`src/rtl/div_pkg.sv`:
```
// shared opcode and core state types, imported by the divider RTL and its testbench
package div_pkg;

    // bit 1 set means signed, bit 0 set means remainder
    typedef enum logic [1:0] {
        DIV_U = 2'b00,
        REM_U = 2'b01,
        DIV_S = 2'b10,
        REM_S = 2'b11
    } div_op_e;

    // control states of the restoring core
    typedef enum logic [1:0] {
        IDLE    = 2'b00,
        COMPUTE = 2'b01,
        DONE    = 2'b10
    } div_core_state_e;

endpackage

```
`src/rtl/div_operand_stage.sv`:
```
// command input register of the divider, turns signed operands into magnitudes plus sign flags
`timescale 1ns/1ps

module div_operand_stage #(
    parameter int WIDTH = 8
) (
    input  logic             clk,
    input  logic             rst_n,
    input  logic             in_valid,
    input  div_pkg::div_op_e in_op,
    input  logic [WIDTH-1:0] in_dividend,
    input  logic [WIDTH-1:0] in_divisor,
    input  logic             op_ready,
    output logic             in_ready,
    output logic             op_valid,
    output logic [WIDTH-1:0] op_dividend_mag,
    output logic [WIDTH-1:0] op_divisor_mag,
    output logic             side_valid,
    output div_pkg::div_op_e side_op,
    output logic             side_neg_quot,
    output logic             side_neg_rem,
    output logic             side_div_zero,
    output logic [WIDTH-1:0] side_dividend
);
    import div_pkg::*;

    logic             is_signed;
    logic             dvd_neg;
    logic             dvs_neg;
    logic             load;
    logic [WIDTH-1:0] dvd_mag;
    logic [WIDTH-1:0] dvs_mag;

    assign is_signed = (in_op == DIV_S) || (in_op == REM_S);
    assign dvd_neg   = is_signed && in_dividend[WIDTH-1];
    assign dvs_neg   = is_signed && in_divisor[WIDTH-1];

    // two's complement magnitude, most negative value maps onto itself
    assign dvd_mag = dvd_neg ? (~in_dividend + 1'b1) : in_dividend;
    assign dvs_mag = dvs_neg ? (~in_divisor + 1'b1) : in_divisor;

    // slot can refill in the same cycle the core takes it
    assign in_ready = !op_valid || op_ready;
    assign load     = in_valid && in_ready;

    // tells the result stage to capture the sideband of the command entering the core
    assign side_valid = op_valid && op_ready;

    always_ff @(posedge clk or negedge rst_n) begin
        if (!rst_n) begin
            op_valid <= 1'b0;
        end else if (load) begin
            op_valid <= 1'b1;
        end else if (op_ready) begin
            op_valid <= 1'b0;
        end
    end

    always_ff @(posedge clk) begin
        if (load) begin
            op_dividend_mag <= dvd_mag;
            op_divisor_mag  <= dvs_mag;
            side_op         <= in_op;
            side_neg_quot   <= dvd_neg ^ dvs_neg;
            side_neg_rem    <= dvd_neg;
            side_div_zero   <= (in_divisor == '0);
            side_dividend   <= in_dividend;
        end
    end

    // held command must not change before the core takes it
    assert property (@(posedge clk) disable iff (!rst_n)
        op_valid && !op_ready |=> op_valid && $stable(op_dividend_mag)
                                  && $stable(op_divisor_mag));

endmodule

```
`src/rtl/div_restoring_core.sv`:
```
// iterative restoring divider of unsigned magnitudes used by div_unit to form one quotient bit per clock
`timescale 1ns/1ps

module div_restoring_core #(
    parameter int WIDTH = 8
) (
    input  logic             clk,
    input  logic             rst_n,
    input  logic             op_valid,
    input  logic [WIDTH-1:0] op_dividend_mag,
    input  logic [WIDTH-1:0] op_divisor_mag,
    input  logic             core_ready,
    output logic             op_ready,
    output logic             core_valid,
    output logic [WIDTH-1:0] core_quotient,
    output logic [WIDTH-1:0] core_remainder
);
    import div_pkg::*;

    localparam int CNT_W = $clog2(WIDTH + 1);

    div_core_state_e  state;
    logic [CNT_W-1:0] cnt;
    logic [WIDTH-1:0] divisor_q;
    logic [WIDTH-1:0] quo_q;
    logic [WIDTH-1:0] rem_q;
    logic [WIDTH:0]   shifted;
    logic [WIDTH+1:0] diff;
    logic             borrow;

    // next dividend bit comes out of the top of the quotient register
    assign shifted = {rem_q, quo_q[WIDTH-1]};

    // trial subtraction with the borrow known in the same cycle
    assign diff   = {1'b0, shifted} - {2'b00, divisor_q};
    assign borrow = diff[WIDTH+1];

    assign op_ready       = (state == IDLE);
    assign core_valid     = (state == DONE);
    assign core_quotient  = quo_q;
    assign core_remainder = rem_q;

    always_ff @(posedge clk or negedge rst_n) begin
        if (!rst_n) begin
            state <= IDLE;
            cnt   <= '0;
        end else begin
            case (state)
                IDLE: begin
                    if (op_valid) begin
                        state <= COMPUTE;
                        cnt   <= '0;
                    end
                end
                COMPUTE: begin
                    cnt <= cnt + 1'b1;
                    if (cnt == CNT_W'(WIDTH - 1)) begin
                        state <= DONE;
                    end
                end
                DONE: begin
                    if (core_ready) begin
                        state <= IDLE;
                    end
                end
                default: begin
                    state <= IDLE;
                end
            endcase
        end
    end

    // quotient bits shift in from the bottom as dividend bits leave the top
    always_ff @(posedge clk) begin
        if (op_valid && op_ready) begin
            quo_q     <= op_dividend_mag;
            rem_q     <= '0;
            divisor_q <= op_divisor_mag;
        end else if (state == COMPUTE) begin
            // on borrow the shifted value is below the divisor and fits WIDTH bits
            rem_q <= borrow ? shifted[WIDTH-1:0] : diff[WIDTH-1:0];
            quo_q <= {quo_q[WIDTH-2:0], ~borrow};
        end
    end

    // result only after a full run of iterations
    assert property (@(posedge clk) disable iff (!rst_n)
        core_valid |-> cnt == CNT_W'(WIDTH));

    assert property (@(posedge clk) disable iff (!rst_n)
        cnt <= CNT_W'(WIDTH));

    // fixed latency from accept to result
    assert property (@(posedge clk) disable iff (!rst_n)
        op_valid && op_ready |-> ##(WIDTH + 1) core_valid);

endmodule

```
`src/rtl/div_result_stage.sv`:
```
// result output register, restores signs, applies the zero-divisor rule and selects by opcode
`timescale 1ns/1ps

module div_result_stage #(
    parameter int WIDTH = 8
) (
    input  logic             clk,
    input  logic             rst_n,
    input  logic             core_valid,
    input  logic [WIDTH-1:0] core_quotient,
    input  logic [WIDTH-1:0] core_remainder,
    input  logic             out_ready,
    input  logic             side_valid,
    input  div_pkg::div_op_e side_op,
    input  logic             side_neg_quot,
    input  logic             side_neg_rem,
    input  logic             side_div_zero,
    input  logic [WIDTH-1:0] side_dividend,
    output logic             core_ready,
    output logic             out_valid,
    output logic [WIDTH-1:0] out_result
);
    import div_pkg::*;

    // sideband of the one command inside the core
    div_op_e          op_q;
    logic             neg_quot_q;
    logic             neg_rem_q;
    logic             div_zero_q;
    logic [WIDTH-1:0] dividend_q;
    logic             side_full;

    logic             take;
    logic [WIDTH-1:0] quot_fix;
    logic [WIDTH-1:0] rem_fix;
    logic [WIDTH-1:0] result;

    assign core_ready = !out_valid || out_ready;
    assign take       = core_valid && core_ready;

    // zero divisor keeps the core's all-ones quotient as is
    assign quot_fix = (neg_quot_q && !div_zero_q) ? (~core_quotient + 1'b1) : core_quotient;

    always_comb begin
        if (div_zero_q) begin
            rem_fix = dividend_q;
        end else if (neg_rem_q) begin
            rem_fix = ~core_remainder + 1'b1;
        end else begin
            rem_fix = core_remainder;
        end
    end

    always_comb begin
        case (op_q)
            DIV_U, DIV_S: result = quot_fix;
            REM_U, REM_S: result = rem_fix;
            default:      result = quot_fix;
        endcase
    end

    always_ff @(posedge clk) begin
        if (side_valid) begin
            op_q       <= side_op;
            neg_quot_q <= side_neg_quot;
            neg_rem_q  <= side_neg_rem;
            div_zero_q <= side_div_zero;
            dividend_q <= side_dividend;
        end
        if (take) begin
            out_result <= result;
        end
    end

    always_ff @(posedge clk or negedge rst_n) begin
        if (!rst_n) begin
            out_valid <= 1'b0;
            side_full <= 1'b0;
        end else begin
            if (take) begin
                out_valid <= 1'b1;
            end else if (out_ready) begin
                out_valid <= 1'b0;
            end
            if (side_valid) begin
                side_full <= 1'b1;
            end else if (take) begin
                side_full <= 1'b0;
            end
        end
    end

    // core result must always have matching sideband
    assert property (@(posedge clk) disable iff (!rst_n)
        core_valid |-> side_full);

    assert property (@(posedge clk) disable iff (!rst_n)
        out_valid && !out_ready |=> out_valid && $stable(out_result));

endmodule

```
`src/rtl/div_unit.sv`:
```
// top of the 8-bit class integer divider, chains operand stage, restoring core and result stage
`timescale 1ns/1ps

module div_unit #(
    parameter int WIDTH = 8
) (
    input  logic             clk,
    input  logic             rst_n,
    input  logic             in_valid,
    input  div_pkg::div_op_e in_op,
    input  logic [WIDTH-1:0] in_dividend,
    input  logic [WIDTH-1:0] in_divisor,
    input  logic             out_ready,
    output logic             in_ready,
    output logic             out_valid,
    output logic [WIDTH-1:0] out_result
);
    import div_pkg::*;

    logic             op_valid;
    logic             op_ready;
    logic [WIDTH-1:0] op_dividend_mag;
    logic [WIDTH-1:0] op_divisor_mag;

    logic             side_valid;
    div_op_e          side_op;
    logic             side_neg_quot;
    logic             side_neg_rem;
    logic             side_div_zero;
    logic [WIDTH-1:0] side_dividend;

    logic             core_valid;
    logic             core_ready;
    logic [WIDTH-1:0] core_quotient;
    logic [WIDTH-1:0] core_remainder;

    div_operand_stage #(
        .WIDTH(WIDTH)
    ) u_operand (
        .clk            (clk),
        .rst_n          (rst_n),
        .in_valid       (in_valid),
        .in_op          (in_op),
        .in_dividend    (in_dividend),
        .in_divisor     (in_divisor),
        .op_ready       (op_ready),
        .in_ready       (in_ready),
        .op_valid       (op_valid),
        .op_dividend_mag(op_dividend_mag),
        .op_divisor_mag (op_divisor_mag),
        .side_valid     (side_valid),
        .side_op        (side_op),
        .side_neg_quot  (side_neg_quot),
        .side_neg_rem   (side_neg_rem),
        .side_div_zero  (side_div_zero),
        .side_dividend  (side_dividend)
    );

    div_restoring_core #(
        .WIDTH(WIDTH)
    ) u_core (
        .clk            (clk),
        .rst_n          (rst_n),
        .op_valid       (op_valid),
        .op_dividend_mag(op_dividend_mag),
        .op_divisor_mag (op_divisor_mag),
        .core_ready     (core_ready),
        .op_ready       (op_ready),
        .core_valid     (core_valid),
        .core_quotient  (core_quotient),
        .core_remainder (core_remainder)
    );

    div_result_stage #(
        .WIDTH(WIDTH)
    ) u_result (
        .clk           (clk),
        .rst_n         (rst_n),
        .core_valid    (core_valid),
        .core_quotient (core_quotient),
        .core_remainder(core_remainder),
        .out_ready     (out_ready),
        .side_valid    (side_valid),
        .side_op       (side_op),
        .side_neg_quot (side_neg_quot),
        .side_neg_rem  (side_neg_rem),
        .side_div_zero (side_div_zero),
        .side_dividend (side_dividend),
        .core_ready    (core_ready),
        .out_valid     (out_valid),
        .out_result    (out_result)
    );

endmodule

```
`config.mk`:
```
export PLATFORM = sky130hd
export DESIGN_NAME = div_unit
export DESIGN_NICKNAME = d
export VERILOG_FILES = /design/src/rtl/div_pkg.sv /design/src/rtl/div_operand_stage.sv /design/src/rtl/div_restoring_core.sv /design/src/rtl/div_result_stage.sv /design/src/rtl/div_unit.sv
export SDC_FILE = /design/constraint.sdc
export NUM_CORES = 1
export LEC_CHECK = 0
export BUFFER_PORTS_ARGS = -buffer_cell sky130_fd_sc_hd__buf_4
export CORE_MARGIN = 5
export CORE_UTILIZATION = 40
export CTS_CLUSTER_DIAMETER = 50
export CTS_CLUSTER_SIZE = 10
export DETAILED_ROUTE_END_ITERATION = 6
export SYNTH_ARGS = -nofsm -noshare
export SYNTH_HDL_FRONTEND = slang
export SYNTH_SLANG_ARGS = --single-unit
```
`constraint.sdc`:
```
create_clock -name clk -period 5.16 [get_ports clk]
set_clock_uncertainty 0.1 [all_clocks]
set_input_delay 0 -clock clk [delete_from_list [all_inputs] [get_ports clk]]
set_output_delay 0 -clock clk [all_outputs]
set_load 0.02 [all_outputs]
```
# Word level (Yosys, flattened, before mapping)
# Cells that the tools add are included.
# word_totals
out_inout_bits	10
elab_cells	85
reg_bits	82
# op_classes
addsub	6
n_eq_ne	11
n_reduce_logical	23
n_mux	19
n_bitwise	6
# ops
operator	count
8-bit two-way mux	8
8-bit by 1-bit adder with 8-bit output, second input constant	4
8-bit inverter	4
8-bit case mux with 2 select lines	1
2-bit equality test, second input constant	5
9-bit by 8-bit subtractor with 10-bit output	1
8-bit logical NOT	1
4-bit case mux with 2 select lines	1
2-bit nonzero test	4
1-bit logical AND	6
2-bit two-way mux	3
2-bit case mux with 3 select lines	1
4-bit by 1-bit adder with 4-bit output, second input constant	1
2-bit by 1-bit equality test with 1-bit output, second input constant	2
4-bit by 3-bit equality test with 1-bit output, second input constant	1
2-bit logical NOT	2
1-bit two-way mux	4
4-bit two-way mux	1
2-bit != test, second input constant	2
2-bit OR reduction	2
1-bit logical NOT	3
1-bit logical OR	3
3-bit AND reduction	1
2-bit by 1-bit != test with 1-bit output, second input constant	1
other kinds (3)	3

# Depth between registers and ports, before layout
# depth
depth_word	5
ltp_mapped	9

# Hierarchy
# A second synthesis with hierarchy kept.
# hier_totals
cells_unflattened	339
area_unflattened_um2	4007.6
# modules_own_cells
mod	cells_each	n_inst	seq_area_each_um2	area_each_um2
div_restoring_core	156	1	790.8	1625.3
div_operand_stage	83	1	865.8	1217.4
div_result_stage	100	1	625.6	1164.9

# Least setup slack after synthesis
# Ideal clock, no wire load.
# synth_path
kind	register to register
start	register u_core.state[0]
end	register u_operand.op_dividend_mag[1], enable pin
path_slack_ns	2.896
path_stages_with_launch	3
n_path_buf	0
required_time_ns	4.674
arrival_ns	1.778
path_cell_list	dfrtp_1 > o21ai_0 > and2_1
# synth_between
elab_chain_len	3
# synth_lines
element	line_no	rtl
start, declared	div_restoring_core.sv:22	div_core_state_e state;
start signal, assigned	div_restoring_core.sv:45	state <= IDLE;
start signal, assigned	div_restoring_core.sv:51	state <= COMPUTE;
start signal, assigned	div_restoring_core.sv:58	state <= DONE;
2-bit logical NOT	div_restoring_core.sv:38	assign op_ready = (state == IDLE);
1-bit logical OR	div_operand_stage.sv:43	assign in_ready = !op_valid || op_ready;
net in_ready	div_unit.sv:14	output logic in_ready,
1-bit logical AND	div_operand_stage.sv:44	assign load = in_valid && in_ready;
net u_operand.load	div_operand_stage.sv:30	logic load;
end signal, assigned	div_operand_stage.sv:61	op_dividend_mag <= dvd_mag;
end, declared	div_operand_stage.sv:16	output logic [WIDTH-1:0] op_dividend_mag,
# The timed path passes the listed nets, and every way through them passes these cells.
# A chain may end at the register's enable or synchronous reset.

# Worst setup path after layout
# layout_path
start	register u_core.state[0]
end	register u_core.quo_q[4], in the netlist u_core.core_quotient[4], enable pin
# layout_between
elab_chain_len	3
# layout_lines
element	line_no	rtl
2-bit logical NOT	div_restoring_core.sv:38	
1-bit logical AND	div_restoring_core.sv:75	if (op_valid && op_ready) begin
2-bit nonzero test (no line) (*)	n/a	
end signal, assigned	div_restoring_core.sv:76	quo_q <= op_dividend_mag;
end signal, assigned	div_restoring_core.sv:82	quo_q <= {quo_q[WIDTH-2:0], ~borrow};
end, declared	div_restoring_core.sv:25	logic [WIDTH-1:0] quo_q;
# Every way passes the cells marked *; elsewhere a longest branch is shown, timed or not.

==> impl_metrics.json <==
{
  "status": "completed",
  "power.total_mw": 2.49,
  "fin_util_pct": 49.6,
  "clkSinkCount": 79,
  "path_class": "reg -> reg",
  "hold_violations": 0,
  "dr.first_iter.drc_count": 166,
  "holdPathEnd": "u_operand.side_op[0]",
  "grt-busiest-layer": "met2",
  "p_leak_nw": 1.87,
  "r2r_setup_slack_ns": 2.51,
  "routedWlPerCell_um": 13.5,
  "cp.arrival_ns": 2.59,
  "relSlewSlack_pct": 24.3,
  "fp.dieH_um": 108,
  "synthDistinctLibCells": 50,
  "grt_max_degree": 35,
  "area_delta_synth_final_pct": 20.7,
  "synth_top_family_by_area": "simple AND/OR/NAND/NOR gates",
  "vdd_drop_max_mv": 0.192,
  "num_vias": 2506,
  "synth_area_leaders": "edfxtp_1, dfrtp_1, ha_1, dfxtp_1, xor2_1",
  "setup_viol": 0,
  "grt_pass1_wl_um": 12100,
  "max_cap_violations": 0,
  "grt_overflow_total": 0,
  "synth_xor_area_share_pct": 6.19,
  "portBuffers": 31,
  "power.density_nw_per_um2": 539,
  "core-area_um2": 9280,
  "use_met1_pct": 18.3,
  "r2r_cells": 5,
  "synth_nets": 368,
  "syn_avg_cell_area_um2": 11.5,
  "drv_slew": 0,
  "fin_crit_sh_pct": 51.4,
  "rows": 35,
  "synth_most_common_cell": "edfxtp_1",
  "gp_congestion": 0.805,
  "synth_compound_area_share_pct": 11.0,
  "clk_latency_ns": 0.35,
  "ios": 32,
  "dieWidth_um": 108,
  "reg2reg_from": "u_core.state[0]",
  "async_flop_share_pct": 10.1,
  "drive_gt1_share_pct": 14.5,
  "ant_nets": 0,
  "clockBufferDepth": 2,
  "root_buffer": "clkbuf_8",
  "cts_tree": "done",
  "synth_seq_cells": 79,
  "num_antenna_cells": 0,
  "drc_errors": 0,
  "dieArea_um2": 11600,
  "synthSimpleGateAreaFrac_pct": 12.3,
  "grt_pass1_vias": 2560,
  "start_kind": "flip-flop",
  "synth_common_cells": "edfxtp_1, nand2_1, nor2_1, inv_1, o21ai_0",
  "first_pass_iters": 4,
  "grt.total_usage_pct": 13.4,
  "post_cts_buffers": 0,
  "netlist.top_cell.by_area": "edfxtp_1",
  "antenna_found_initial": 0,
  "hp-class": "in -> reg",
  "max_freq_mhz": 377,
  "cts_resized": 0,
  "synth_top_area_share_pct": 49.5,
  "wirelength_um": 7050,
  "fin_tns_setup_ns": 0,
  "tightest_slew_ns": 1.14,
  "worstHoldStart": "in_op[0]",
  "min_period_ns": 2.65,
  "h-tree-depth": 3,
  "rsz0062_at_grt": "false",
  "syn_area_um2": 3820,
  "rr_endpoint": "u_core.core_quotient[4]",
  "synth_edf_count": 63,
  "min_path_cells": 2,
  "synth-main-ff-cell": "edfxtp_1",
  "fin_nets": 424,
  "vias_per_cell": 4.80,
  "clk_pin_slew_ns": 0.08,
  "cts_made_buffers": 9,
  "synth_warnings": 0,
  "synth_mux_area_share_pct": 3.18,
  "synth_adder_area_share_pct": 4.78,
  "grt_util_met3_pct": 2.16,
  "critPathCaptureType": "flip-flop",
  "seq_area_frac_synth_pct": 59.0,
  "worstPathRequired_ns": 5.09,
  "initial_core_util_pct": 41.1,
  "place_hpwl_um": 5190,
  "grt_util_met2_pct": 20.8,
  "critPathMaxFanout": 34,
  "syn_inst": 332
}
final cells by class:
| type | count | area (um^2) |
|---|---|---|
| Tap cell | 129 | 161 |
| Sequential cell | 79 | 2250 |
| Multi-Input combinational cell | 218 | 1430 |
| Clock buffer | 9 | 124 |
| Timing Repair Buffer | 54 | 463 |
| Inverter | 26 | 97.6 |
| Clock inverter | 7 | 80.1 |
| Fill cell | 869 | 4670 |
worst max-delay path by stage:
| stage | startpoint | endpoint | slack, ns | depth (start not counted) |
|---|---|---|---|---|
| 6_report | u_core.state[0] | u_core.core_quotient[4] | 2.51 | 5 |
| 5_1_grt | u_core.state[0] | u_core.core_quotient[3] | 2.20 | 5 |
| 4_1_cts | u_core.state[0] | u_core.core_quotient[3] | 2.45 | 5 |
| 3_5_place_dp | u_core.state[0] | u_core.core_quotient[4] | 2.46 | 5 |
| 3_3_place_gp | u_core.state[0] | u_core.core_quotient[3] | 2.52 | 5 |
| 2_1_floorplan | u_core.state[0] | u_operand.op_dividend_mag[1] | 2.90 | 2 |
per-stage QoR:
step	hold WS, ns	setup WS [ns]	cell area [um^2]	instances
2_1_floorplan	-0.396	2.90	3820	332
3_3_place_gp	-0.277	2.52	4180	483
3_5_place_dp	-0.277	2.46	4180	483
4_1_cts	0.242	2.45	4610	522
5_1_grt	0.270	2.20	4610	522
6_report	0.266	2.51	4610	522
sequential cells by signal (all words and copies together) (netlist names), 2 cells and up:
register                   count
u_result.dividend_q            8
u_operand.side_dividend        8
u_operand.op_dividend_mag      7
u_core.state                   2
u_core.cnt                     4
u_operand.op_divisor_mag       8
u_core.divisor_q               8
u_result.out_result            8
u_core.core_quotient           8
u_core.core_remainder          8
critical path: stages (launching register included):
cell and delay [ns]:
dfrtp_1 0.41, nor2_1 0.12, nand2_1 0.24, inv_1 0.83, nor2_1 0.30, inv_1 0.34
power by group:
| group | switching (mW) | internal, mW |
|---|---|---|
| clock network | 0.234 | 0.229 |
| registers | 0.156 | 0.938 |
| logic | 0.540 | 0.389 |
timing repair:
| action | in CTS | in global routing |
|---|---|---|
| hold buffers | 23 | 0 |
| hold endpoints to repair | 37 | 0 |
| setup endpoints to repair | 0 | 0 |
cells by family (layout without fill, tap and decap cells):
logic type | Yosys count | after routing
AO/OA/AOI/OAI | 67 | 67
XOR/XNOR | 27 | 27
adder cells (fa/ha/maj) | 14 | 14
buffers and inverters | 35 | 96
flip-flops | 79 | 79
multiplexers | 12 | 12
AND/OR/NAND/NOR | 98 | 98
layout by cell type, fill, tap and decap left out, types with 7 or more instances in the layout:
| master | count |
|---|---|
| edfxtp_1 | 63 |
| nand2_1 | 31 |
| buf_4 | 31 |
| nor2_1 | 29 |
| inv_1 | 26 |
| dlygate4sd3_1 | 23 |
| o21ai_0 | 21 |
| a21oi_1 | 18 |
| xor2_1 | 16 |
| ha_1 | 13 |
| xnor2_1 | 11 |
| mux2i_1 | 11 |
| clkbuf_8 | 9 |
| nand3_1 | 8 |
| dfrtp_1 | 8 |
| dfxtp_1 | 8 |
| nor3_1 | 7 |
| nand2b_1 | 7 |
layer usage:
| layer | share of wire (%) | routed length, um |
|---|---|---|
| met5 | 0 | 0 |
| met4 | 2.2 | 158 |
| met3 | 2.3 | 159 |
| met2 | 45 | 3150 |
| met1 | 51 | 3580 |
Note: power is estimated with default switching activity, not from simulation.
